--- config.mk ---
export PLATFORM = sky130hd
export DESIGN_NAME = mmuTop
export DESIGN_NICKNAME = d
export VERILOG_FILES = /design/src/hw/mmuPkg.sv /design/src/hw/mapCsrRegs.sv /design/src/hw/addrTranslator.sv /design/src/hw/translateStage.sv /design/src/hw/excpRecorder.sv /design/src/hw/mmuTop.sv
export VERILOG_INCLUDE_DIRS = /design/src /design/src/hw
export SDC_FILE = /design/constraint.sdc
export NUM_CORES = 1
export LEC_CHECK = 0
export ABC_CLOCK_PERIOD_IN_PS = 3500
export BUFFER_PORTS_ARGS = -buffer_cell sky130_fd_sc_hd__buf_2
export CORE_MARGIN = 2
export CORE_UTILIZATION = 25
export CTS_BUF_LIST = sky130_fd_sc_hd__clkbuf_8
export DETAILED_ROUTE_END_ITERATION = 8
export SLEW_MARGIN = 10
export SYNTH_ARGS = -nofsm -noshare
export SYNTH_HDL_FRONTEND = slang
export SYNTH_SLANG_ARGS = --single-unit
--- constraint.sdc ---
create_clock -name clk -period 3.5 [get_ports clk]
set_input_delay 0.7 -clock clk [delete_from_list [all_inputs] [get_ports clk]]
set_output_delay 0.7 -clock clk [all_outputs]
set_load 0.02 [all_outputs]
--- src/hw/mmu_defs.svh ---
`ifndef MMU_DEFS_SVH
`define MMU_DEFS_SVH

// Virtual and physical address width.
`define MMU_ADDR_W 32

// Address error exception code.
`define MMU_ECODE_ADE 6'h08

// Address error subcodes.
// ADEF is a bad fetch address, ADEM a bad load/store address.
`define MMU_ESUB_ADEF 9'h000
`define MMU_ESUB_ADEM 9'h001

// Request ports: fetch and load/store.
`define MMU_PORTS 2

`endif

--- src/hw/mmuPkg.sv ---
package mmuPkg;

    // Operation carried by a translation request.
    typedef enum logic [1:0] {
        FETCH = 2'd0,
        LOAD  = 2'd1,
        STORE = 2'd2
    } opType_e;

    // Mapping register selected by a CSR write.
    typedef enum logic [1:0] {
        CRMD = 2'd0,
        ASID = 2'd1,
        DMW0 = 2'd2,
        DMW1 = 2'd3
    } csrSel_e;

    // Exception recorder state.
    typedef enum logic {
        IDLE = 1'b0,
        HELD = 1'b1
    } recState_e;

endpackage

--- src/hw/mapCsrRegs.sv ---
`timescale 1ns/1ns
`include "mmu_defs.svh"

module mapCsrRegs (
    input  logic                   clk,
    input  logic                   rstN,
    input  logic                   csrWe,
    input  mmuPkg::csrSel_e        csrSel,
    input  logic [`MMU_ADDR_W-1:0] csrWdata,
    output logic [8:0]             crmd,
    output logic [9:0]             asid,
    output logic [`MMU_ADDR_W-1:0] dmw0,
    output logic [`MMU_ADDR_W-1:0] dmw1,
    output logic                   dmw0Ok,
    output logic                   dmw1Ok
);

    // VSEG, PSEG, MAT, PLV3 and PLV0 of a window.
    localparam logic [`MMU_ADDR_W-1:0] dmwMask = 32'hEE00_0039;

    function automatic logic plvOk(
        input logic [`MMU_ADDR_W-1:0] dmw,
        input logic [1:0]             plv
    );
        plvOk = (dmw[0] && plv == 2'd0) || (dmw[3] && plv == 2'd3);
    endfunction

    always_ff @(posedge clk or negedge rstN)
    begin
        if (!rstN)
        begin
            crmd <= '0;
            asid <= '0;
            dmw0 <= '0;
            dmw1 <= '0;
        end
        else if (csrWe)
        begin
            case (csrSel)
                mmuPkg::CRMD: crmd <= csrWdata[8:0];
                mmuPkg::ASID: asid <= csrWdata[9:0];
                mmuPkg::DMW0: dmw0 <= csrWdata & dmwMask;
                mmuPkg::DMW1: dmw1 <= csrWdata & dmwMask;
            endcase
        end
    end

    // Shared by both request ports.
    assign dmw0Ok = plvOk(dmw0, crmd[1:0]);
    assign dmw1Ok = plvOk(dmw1, crmd[1:0]);

    // DA and PG together is not a legal mode.
    crmdModeLegal: assert property (
        @(posedge clk) disable iff (!rstN)
        (csrWe && csrSel == mmuPkg::CRMD) |=> (crmd[4:3] != 2'b11)
    ) else $error("crmd written with DA and PG both set");

endmodule

--- src/hw/addrTranslator.sv ---
`timescale 1ns/1ns
`include "mmu_defs.svh"

module addrTranslator (
    input  logic [8:0]             crmd,
    input  logic [`MMU_ADDR_W-1:0] dmw0,
    input  logic [`MMU_ADDR_W-1:0] dmw1,
    input  logic                   dmw0Ok,
    input  logic                   dmw1Ok,
    input  logic [`MMU_PORTS-1:0]  reqValid,
    input  logic [`MMU_PORTS-1:0]  reqFlush,
    input  mmuPkg::opType_e        reqOp0,
    input  mmuPkg::opType_e        reqOp1,
    input  logic [`MMU_ADDR_W-1:0] reqVaddr0,
    input  logic [`MMU_ADDR_W-1:0] reqVaddr1,
    output logic [`MMU_ADDR_W-1:0] rawPaddr0,
    output logic [`MMU_ADDR_W-1:0] rawPaddr1,
    output logic [1:0]             rawMemType0,
    output logic [1:0]             rawMemType1,
    output logic [`MMU_PORTS-1:0]  rawExcp,
    output logic [5:0]             rawEcode0,
    output logic [5:0]             rawEcode1,
    output logic [8:0]             rawEsub0,
    output logic [8:0]             rawEsub1
);

    function automatic void mapOne(
        input  logic                   valid,
        input  logic                   flush,
        input  mmuPkg::opType_e        op,
        input  logic [`MMU_ADDR_W-1:0] vaddr,
        output logic [`MMU_ADDR_W-1:0] paddr,
        output logic [1:0]             memType,
        output logic                   excp,
        output logic [5:0]             ecode,
        output logic [8:0]             esub
    );
        paddr   = '0;
        memType = 2'd0;
        excp    = 1'b0;
        ecode   = 6'd0;
        esub    = 9'd0;
        if (!flush)
        begin
            // Direct address mode.
            if (crmd[4:3] == 2'b01)
            begin
                paddr   = vaddr;
                memType = (op == mmuPkg::FETCH) ? crmd[6:5] : crmd[8:7];
            end
            else if (dmw0Ok && dmw0[31:29] == vaddr[31:29])
            begin
                paddr   = {dmw0[27:25], vaddr[28:0]};
                memType = dmw0[5:4];
            end
            else if (dmw1Ok && dmw1[31:29] == vaddr[31:29])
            begin
                paddr   = {dmw1[27:25], vaddr[28:0]};
                memType = dmw1[5:4];
            end
            // Upper half is kernel only.
            else if (crmd[1:0] != 2'd0 && vaddr[31])
            begin
                excp  = valid;
                ecode = `MMU_ECODE_ADE;
                esub  = (op == mmuPkg::FETCH) ? `MMU_ESUB_ADEF : `MMU_ESUB_ADEM;
            end
        end
    endfunction

    always_comb
    begin
        mapOne(reqValid[0], reqFlush[0], reqOp0, reqVaddr0,
               rawPaddr0, rawMemType0, rawExcp[0], rawEcode0, rawEsub0);
        mapOne(reqValid[1], reqFlush[1], reqOp1, reqVaddr1,
               rawPaddr1, rawMemType1, rawExcp[1], rawEcode1, rawEsub1);
    end

endmodule

--- src/hw/translateStage.sv ---
`timescale 1ns/1ns
`include "mmu_defs.svh"

module translateStage (
    input  logic                   clk,
    input  logic                   rstN,
    input  logic                   stall,
    input  logic                   flush,
    input  logic                   inValid,
    input  logic                   inExcp,
    input  logic [`MMU_ADDR_W-1:0] inVaddr,
    input  logic [`MMU_ADDR_W-1:0] inPaddr,
    input  logic [1:0]             inMemType,
    input  logic [5:0]             inEcode,
    input  logic [8:0]             inEsub,
    output logic                   outValid,
    output logic                   outExcp,
    output logic [`MMU_ADDR_W-1:0] outVaddr,
    output logic [`MMU_ADDR_W-1:0] outPaddr,
    output logic [1:0]             outMemType,
    output logic [5:0]             outEcode,
    output logic [8:0]             outEsub
);

    always_ff @(posedge clk or negedge rstN)
    begin
        if (!rstN)
        begin
            outValid   <= 1'b0;
            outExcp    <= 1'b0;
            outVaddr   <= '0;
            outPaddr   <= '0;
            outMemType <= 2'd0;
            outEcode   <= 6'd0;
            outEsub    <= 9'd0;
        end
        else
        begin
            // Flush kills the slot even under stall.
            if (flush)
            begin
                outValid <= 1'b0;
                outExcp  <= 1'b0;
            end
            else if (!stall)
            begin
                outValid <= inValid;
                outExcp  <= inExcp;
            end
            if (!stall)
            begin
                outVaddr   <= inVaddr;
                outPaddr   <= inPaddr;
                outMemType <= inMemType;
                outEcode   <= inEcode;
                outEsub    <= inEsub;
            end
        end
    end

    // An exception only ever rides on a valid request.
    excpNeedsValid: assert property (
        @(posedge clk) disable iff (!rstN)
        outExcp |-> outValid
    ) else $error("stage exception without a valid request");

endmodule

--- src/hw/excpRecorder.sv ---
`timescale 1ns/1ns
`include "mmu_defs.svh"

module excpRecorder (
    input  logic                   clk,
    input  logic                   rstN,
    input  logic                   excpClear,
    input  logic                   excp0,
    input  logic                   excp1,
    input  logic [`MMU_ADDR_W-1:0] vaddr0,
    input  logic [`MMU_ADDR_W-1:0] vaddr1,
    input  logic [5:0]             ecode0,
    input  logic [5:0]             ecode1,
    input  logic [8:0]             esub0,
    input  logic [8:0]             esub1,
    output logic [`MMU_ADDR_W-1:0] badVaddr,
    output logic [5:0]             ecode,
    output logic [8:0]             esub,
    output logic                   excpPulse,
    output logic                   excpHeld
);

    mmuPkg::recState_e state;

    always_ff @(posedge clk or negedge rstN)
    begin
        if (!rstN)
        begin
            state     <= mmuPkg::IDLE;
            badVaddr  <= '0;
            ecode     <= 6'd0;
            esub      <= 9'd0;
            excpPulse <= 1'b0;
        end
        else
        begin
            excpPulse <= 1'b0;
            case (state)
                mmuPkg::IDLE:
                begin
                    // Port 0 first.
                    if (excp0)
                    begin
                        badVaddr  <= vaddr0;
                        ecode     <= ecode0;
                        esub      <= esub0;
                        excpPulse <= 1'b1;
                        state     <= mmuPkg::HELD;
                    end
                    else if (excp1)
                    begin
                        badVaddr  <= vaddr1;
                        ecode     <= ecode1;
                        esub      <= esub1;
                        excpPulse <= 1'b1;
                        state     <= mmuPkg::HELD;
                    end
                end
                mmuPkg::HELD:
                begin
                    if (excpClear)
                        state <= mmuPkg::IDLE;
                end
            endcase
        end
    end

    assign excpHeld = (state == mmuPkg::HELD);

    pulseSingle: assert property (
        @(posedge clk) disable iff (!rstN)
        excpPulse |=> !excpPulse
    ) else $error("excpPulse high on consecutive cycles");

endmodule

--- src/hw/mmuTop.sv ---
`timescale 1ns/1ns
`include "mmu_defs.svh"

module mmuTop (
    input  logic                   clk,
    input  logic                   rstN,
    input  logic                   csrWe,
    input  mmuPkg::csrSel_e        csrSel,
    input  logic [`MMU_ADDR_W-1:0] csrWdata,
    input  logic                   reqValid0,
    input  logic                   reqValid1,
    input  mmuPkg::opType_e        reqOp0,
    input  mmuPkg::opType_e        reqOp1,
    input  logic [`MMU_ADDR_W-1:0] reqVaddr0,
    input  logic [`MMU_ADDR_W-1:0] reqVaddr1,
    input  logic                   stall0,
    input  logic                   stall1,
    input  logic                   flush0,
    input  logic                   flush1,
    input  logic                   excpClear,
    output logic [`MMU_ADDR_W-1:0] paddr0,
    output logic [`MMU_ADDR_W-1:0] paddr1,
    output logic [1:0]             memType0,
    output logic [1:0]             memType1,
    output logic                   valid0,
    output logic                   valid1,
    output logic                   excp0,
    output logic                   excp1,
    output logic [9:0]             asid,
    output logic [`MMU_ADDR_W-1:0] badVaddr,
    output logic [5:0]             ecode,
    output logic [8:0]             esub,
    output logic                   excpPulse,
    output logic                   excpHeld
);

    logic [8:0]             crmd;
    logic [`MMU_ADDR_W-1:0] dmw0;
    logic [`MMU_ADDR_W-1:0] dmw1;
    logic                   dmw0Ok;
    logic                   dmw1Ok;
    logic [`MMU_ADDR_W-1:0] rawPaddr0;
    logic [`MMU_ADDR_W-1:0] rawPaddr1;
    logic [1:0]             rawMemType0;
    logic [1:0]             rawMemType1;
    logic [`MMU_PORTS-1:0]  rawExcp;
    logic [5:0]             rawEcode0;
    logic [5:0]             rawEcode1;
    logic [8:0]             rawEsub0;
    logic [8:0]             rawEsub1;
    logic [`MMU_ADDR_W-1:0] stageVaddr0;
    logic [`MMU_ADDR_W-1:0] stageVaddr1;
    logic [5:0]             stageEcode0;
    logic [5:0]             stageEcode1;
    logic [8:0]             stageEsub0;
    logic [8:0]             stageEsub1;

    mapCsrRegs mapCsrRegs_inst (
        .clk      (clk),
        .rstN     (rstN),
        .csrWe    (csrWe),
        .csrSel   (csrSel),
        .csrWdata (csrWdata),
        .crmd     (crmd),
        .asid     (asid),
        .dmw0     (dmw0),
        .dmw1     (dmw1),
        .dmw0Ok   (dmw0Ok),
        .dmw1Ok   (dmw1Ok)
    );

    // Flush also zeroes the raw result.
    addrTranslator addrTranslator_inst (
        .crmd        (crmd),
        .dmw0        (dmw0),
        .dmw1        (dmw1),
        .dmw0Ok      (dmw0Ok),
        .dmw1Ok      (dmw1Ok),
        .reqValid    ({reqValid1, reqValid0}),
        .reqFlush    ({flush1, flush0}),
        .reqOp0      (reqOp0),
        .reqOp1      (reqOp1),
        .reqVaddr0   (reqVaddr0),
        .reqVaddr1   (reqVaddr1),
        .rawPaddr0   (rawPaddr0),
        .rawPaddr1   (rawPaddr1),
        .rawMemType0 (rawMemType0),
        .rawMemType1 (rawMemType1),
        .rawExcp     (rawExcp),
        .rawEcode0   (rawEcode0),
        .rawEcode1   (rawEcode1),
        .rawEsub0    (rawEsub0),
        .rawEsub1    (rawEsub1)
    );

    translateStage stage0_inst (
        .clk        (clk),
        .rstN       (rstN),
        .stall      (stall0),
        .flush      (flush0),
        .inValid    (reqValid0),
        .inExcp     (rawExcp[0]),
        .inVaddr    (reqVaddr0),
        .inPaddr    (rawPaddr0),
        .inMemType  (rawMemType0),
        .inEcode    (rawEcode0),
        .inEsub     (rawEsub0),
        .outValid   (valid0),
        .outExcp    (excp0),
        .outVaddr   (stageVaddr0),
        .outPaddr   (paddr0),
        .outMemType (memType0),
        .outEcode   (stageEcode0),
        .outEsub    (stageEsub0)
    );

    translateStage stage1_inst (
        .clk        (clk),
        .rstN       (rstN),
        .stall      (stall1),
        .flush      (flush1),
        .inValid    (reqValid1),
        .inExcp     (rawExcp[1]),
        .inVaddr    (reqVaddr1),
        .inPaddr    (rawPaddr1),
        .inMemType  (rawMemType1),
        .inEcode    (rawEcode1),
        .inEsub     (rawEsub1),
        .outValid   (valid1),
        .outExcp    (excp1),
        .outVaddr   (stageVaddr1),
        .outPaddr   (paddr1),
        .outMemType (memType1),
        .outEcode   (stageEcode1),
        .outEsub    (stageEsub1)
    );

    excpRecorder excpRecorder_inst (
        .clk       (clk),
        .rstN      (rstN),
        .excpClear (excpClear),
        .excp0     (excp0),
        .excp1     (excp1),
        .vaddr0    (stageVaddr0),
        .vaddr1    (stageVaddr1),
        .ecode0    (stageEcode0),
        .ecode1    (stageEcode1),
        .esub0     (stageEsub0),
        .esub1     (stageEsub1),
        .badVaddr  (badVaddr),
        .ecode     (ecode),
        .esub      (esub),
        .excpPulse (excpPulse),
        .excpHeld  (excpHeld)
    );

endmodule

Yosys cells after proc, flatten, opt, wreduce, memory -nomap -nowiden. Cells that the tools add are included. W data, S select, Z words.

Register bits after elaboration: 254. Input bits: 112. Output and inout bits: 131. Word-level logic and storage cells: 125.

Equality and inequality tests: 11. Multiplexer cells: 67. Bitwise logic cells: 1. Reductions and logical operators: 23.

Operators by type and width (number): $mux W32 (10); $mux W9 (12); $mux W6 (10); $mux W1 (22); $mux W2 (10); $eq A3 B3 Y1 (4); $logic_and A1 B1 Y1 (10); $reduce_and A2 Y1 (5); $logic_not A2 Y1 (4); $mux W4 (2); $eq A2 B2 Y1 const B (3); $eq A2 B1 Y1 const B (2); $ne A2 B1 Y1 const B (2); $reduce_bool A2 Y1 (2); $logic_or A1 B1 Y1 (2); $pmux W1 S2 (1); $not A1 Y1 (1).

Longest topological paths before layout.
Depth after elaboration: 9. Depth in mapped cells: 7. Depth with buffers taken out: 5.

Hierarchy. A second synthesis with hierarchy kept.

Cells, all modules: 896. Area total of the unflattened synthesis: 11651.2 um^2.

Modules (own cells, without submodules): translateStage (times used 2, cells each 177, area each 3111.7 um^2, sequential area each 2077.0 um^2); excpRecorder (times used 1, cells each 230, area each 2287.2 um^2, sequential area each 1226.2 um^2); mapCsrRegs (times used 1, cells each 134, area each 1923.1 um^2, sequential area each 975.9 um^2); addrTranslator (times used 1, cells each 178, area each 1217.4 um^2, sequential area each 0.0 um^2).

Worst setup path after synthesis. OpenSTA, ideal clock, no wires.

Kind: input port to flip-flop. Start point: in reqVaddr1[30]. End point: reg stage1_inst.outPaddr[0]. Setup time: 0.121 ns. Arrival time: 1.760 ns. Required time: 3.379 ns. Path slack: 1.619 ns. Stages: 6. Path buffers: 1. Path through: xor2_1 nor3_2 and2_4 o31a_4 buf_6 a22o_1.

Cells in the longest elaborated chain, start to end: 6. Elaborated cells on any way between the ends: 8. Classes of those cells: eq/ne (2); mux (4); reduce/logical (2).

Ends and longest elaborated chain: start: declaration (line mmuTop.sv:15) `` input logic [`MMU_ADDR_W-1:0] reqVaddr1, ``; $eq A3 B3 Y1 (line addrTranslator.sv:56) `else if (dmw1Ok && dmw1[31:29] == vaddr[31:29])`; $logic_and A1 B1 Y1 (line addrTranslator.sv:56); $mux W32 (line addrTranslator.sv:56); $mux W32 (*) (line addrTranslator.sv:51) `else if (dmw0Ok && dmw0[31:29] == vaddr[31:29])`; $mux W32 (*) (line addrTranslator.sv:46) `if (crmd[4:3] == 2'b01)`; $mux W32 (*) (line addrTranslator.sv:43) `if (!flush)`; end signal: assignment (line translateStage.sv:53) `outPaddr <= inPaddr;`; end: declaration (line translateStage.sv:19) `` output logic [`MMU_ADDR_W-1:0] outPaddr, ``.

Mark *: on every way between the ends. The rest lies on a longest branch, timed or not. A chain may end at the register's enable or synchronous reset.

Worst setup path in the final report.
Start point: reg stage0_inst.outExcp. End point: out excp0.

RTL lines: start: declaration (line translateStage.sv:17) `output logic outExcp,`; start signal: assignment (line translateStage.sv:48) `outExcp <= inExcp;`; end: declaration (line mmuTop.sv:27) `output logic excp0,`.

No word-level cell between the ends.

==> results.txt <==
----------------------------------------------------
[Yosys]
  Count of cell types in the netlist ... 43
  Number of warning messages in the yosys log ... 0
  Portion of synthesized cell area occupied by the leading cell type ... 61.4%
  Cell accounting for the most synthesized area ... dfrtp_1
  Sequential area share after synthesis ... 61.4%
  Mapped cell area ... 8730 um2
  Per-instance average area after synthesis ... 13.6 um2
  Largest cells by area after synthesis ... dfrtp_1 (61%), mux2_2 (14%), a22o_1 (6.1%)
  Flops & latches, synth ... 214
  Synth Instances ... 642

[Flow run]
  Max-cap violations ... 0

[Clock network]
  CTS tree ... yes
  Post-cts gate resize count ... 0
  Number of buffers created by CTS ... 38
  Clock-pin slew on the worst setup and hold paths ... 60 ps
  H-tree depth ... 2
  Clock latency on the worst-skew pair ... 530 ps
  Maximum clock path buffer count ... 3
  Clock sink count ... 214
  Hold bufs inserted after CTS ... 0
  Number of setup buffers added after CTS ... 0
  Clk Tree Root Cell ... clkbuf_8

[Critical path]
  Kind of capture point of the worst setup path ... output port
  Kind of critical path ... reg2out
  Capture point of the worst reg-to-reg path ... stage0_inst.outMemType[0]
  WP buf/inv ... 1
  Reg-to-Reg Start ... mapCsrRegs_inst.crmd[1]
  Arrival time at the worst endpoint ... 1740 ps
  Destination of the critical timing path ... excp0
  CP Cell Sequence ... buf_2
  Critical path data required time ... 2800 ps
  Maximum fanout count along the critical path ... 23
  Slowest CP cell ... dfrtp_2
  Depth of the critical timing path with buffers and inverters included ... 1
  Kind of launch point of the worst setup path ... flop
  Reg2Reg Setup Slack ... 1430 ps
  Largest delay share family, worst path ... flip-flops
  Launch point of the worst path ... stage0_inst.outExcp
  Delay of the slowest cell on the worst path ... 910 ps
  Path depth of the worst reg2reg path ... 5

[Layout]
  Post-route cell area ... 11100 um2
  Count of nets after finishing ... 981
  Number of filler cells placed in the layout ... 3527
  Area delta synth->final ... 26.8%
  Share of post-route cells with drive strength above 1 ... 44.3%
  Total area of multi-input combinational cells ... 3130 um2
  Total area of sequential cells ... 5360 um2

[Detailed routing]
  Total length of routed wires ... 23400 um
  Number of antenna-violating nets in the routed design ... 0
  First drt pass iteration count ... 4
  Highest Signal Layer ... met5
  Met2 Wirelength ... 10900 um
  Drt first-iter violations ... 156
  Routed wire length per instance ... 17.3 um
  Sum of routed wire segments on met1 ... 10300 um
  Vias ... 6038
  Post-route DRC ... 0
  DR WL met3 ... 1500 um
  DR vias/cell ... 4.47

[STA]
  Setup repair after global routing missed its margin ... no
  Maximum clock rate ... 409 MHz
  Worst slew margin relative to its limit ... 43.8%
  Setup violations, final ... 0
  Hold Vio Cnt, Final ... 0
  Final worst-path cycle share ... 69.8%
  Min Tclk post-route ... 2440 ps
  Clock tree skew after final layout ... 17.6 ps
  Post-route setup TNS ... 0 ps
  Pin slew with the least headroom to its limit ... 843 ps
  Number of slew-limit violations in the final report ... 0

[Power and ir drop]
  Total power per unit cell area ... 641 nW/um2
  Peak ir drop on the vdd network ... 0.000385 V
  Leak pwr ... 5.35 nW

[Placed design]
  Detail Placement HPWL ... 15900 um
  Placer's final routability congestion estimate ... 0.747
  Total cell area at the placement stage ... 10300 um2
  IO buf count ... 213

[Floorplan]
  Die height ... 191 um
  I/O pin total ... 243
  Starting density of the core ... 25.3%
  DIE AREA ... 36400 um2
  Site row count ... 68
  Width of the die ... 191 um
  Core Region ... 34500 um2

[Global routing]
  Largest net degree at the start of global routing ... 88
  Residual overflow from global routing ... 0
  Total Routing Usage GR ... 12.8%
  Via count of the first global-routing pass ... 6219
  Wire length of the first global-routing pass ... 35900 um
  Antenna violations before repair ... 2

[Worst hold path]
  Min-Delay Path Class ... in2async

[Status]
  Outcome ... finished, final reports clean

----------------------------------------------------
report_power, final:
part | switching, W | leakage [nW] | internal, W | total, W
Clock | 0.00101 | 0.456 | 0.00141 | 0.00243
Combinational | 0.000943 | 2.21 | 0.000586 | 0.00153
Sequential | 0.000245 | 2.69 | 0.00290 | 0.00314
Total | 0.00220 | 5.35 | 0.00490 | 0.00710
cells by family (layout without fill, tap and decap cells):
kind of cell    count (synthesis)  count (layout)  synth area share (%)
mux                           141             141                  17.7
other cells                     1              14                0.0430
buf+inv                        56             296                  3.46
flops                         214             214                  61.4
xor+xnor                       12              12                  1.20
compound gates                135             135                  11.8
simple gates                   83              83                  4.47
stage by stage:
step	hold slack (ps)	std cells	utilization [%]	setup WS (ps)	power, W
after floorplan	404	654	-	1620	0.00409
after global placement	458	1284	29.8	1060	0.00471
after detailed placement	469	1284	29.8	1040	0.00474
after CTS	188	1349	32.1	955	0.00723
after global routing	209	1350	32.1	920	0.00750
final	189	1350	32.1	1060	0.00710
flip-flops by register name, indices dropped and copies added (netlist names), 10 cells and up:
register / flops
excpRecorder_inst.badVaddr: 32
mapCsrRegs_inst.asid: 10
mapCsrRegs_inst.dmw0: 10
mapCsrRegs_inst.dmw1: 10
stage0_inst.outPaddr: 32
stage0_inst.outVaddr: 32
stage1_inst.outPaddr: 32
stage1_inst.outVaddr: 32
layer usage:
layer / GRT usage [%] / vias to the layer above
met4: 4.83 / 2
met3: 3.51 / 43
met2: 20.7 / 190
li1: - / 2760
met5: 0 / -
met1: 16.2 / 3043
cells in the mapped netlist, drive strengths merged:
| cell type | count |
|---|---|
| a221oi | 5 |
| a31oi | 3 |
| a21boi | 1 |
| nor2b | 1 |
| nand3 | 2 |
| a22o | 61 |
| o31a | 1 |
| inv | 5 |
| a211o | 4 |
| mux2i | 36 |
| nor3b | 2 |
| a2111oi | 1 |
| nand2b | 2 |
| dfrtp | 214 |
| o311ai | 1 |
| a32o | 4 |
| buf | 22 |
| o2111ai | 1 |
| and2 | 3 |
| clkbuf | 29 |
| nand3b | 2 |
| a31o | 2 |
| a211oi | 1 |
| and3 | 4 |
| xor2 | 7 |
| mux2 | 105 |
| nor2 | 14 |
| o21ai | 47 |
| conb | 1 |
| and4b | 1 |
| nor3 | 6 |
| xnor2 | 5 |
| o2111a | 1 |
| nand2 | 46 |
| a21o | 2 |
layout make-up:
| class | instances | area share (%) |
|---|---|---|
| inverter | 5 | 0.170 |
| antenna | 1 | 0.0226 |
| tap | 455 | 5.14 |
| sequential | 214 | 48.4 |
| clock inverter | 15 | 0.995 |
| timing repair buffer | 226 | 10.7 |
| clock buffer | 50 | 6.22 |
| multi-input combinational | 384 | 28.3 |
worst min-delay path by stage:
| stage | startpoint | to | slack (ps) | depth (start not counted) |
|---|---|---|---|---|
| after floorplan | rstN | excpRecorder_inst.badVaddr[0] | 400 | 0 |
| after global placement | excpRecorder_inst.badVaddr[23] | excpRecorder_inst.badVaddr[23] | 460 | 2 |
| after detailed placement | excpRecorder_inst.badVaddr[28] | excpRecorder_inst.badVaddr[28] | 470 | 2 |
| after CTS | rstN | stage1_inst.outPaddr[2] | 190 | 1 |
| after global routing | rstN | stage1_inst.outVaddr[2] | 210 | 1 |
| final | rstN | stage1_inst.outPaddr[2] | 190 | 1 |
layout by cell type (no fill, tap or decap), types with 2 or more instances in the layout:
| cell | instances |
|---|---|
| a211o_1 | 4 |
| buf_4 | 13 |
| and3_1 | 4 |
| a22o_1 | 61 |
| conb_1 | 13 |
| and2_1 | 2 |
| clkbuf_8 | 50 |
| xnor2_1 | 5 |
| inv_1 | 17 |
| nand3_1 | 2 |
| nand3b_1 | 2 |
| nand2_1 | 46 |
| mux2i_1 | 36 |
| bufinv_16 | 2 |
| a32o_1 | 4 |
| xor2_1 | 7 |
| nor2_1 | 14 |
| dfrtp_1 | 213 |
| nor3_2 | 2 |
| a31oi_1 | 3 |
| mux2_2 | 105 |
| a221oi_1 | 5 |
| nor3_1 | 3 |
| o21ai_0 | 46 |
| nand2b_1 | 2 |
| buf_2 | 211 |
Power figures use the tool's default switching activity.
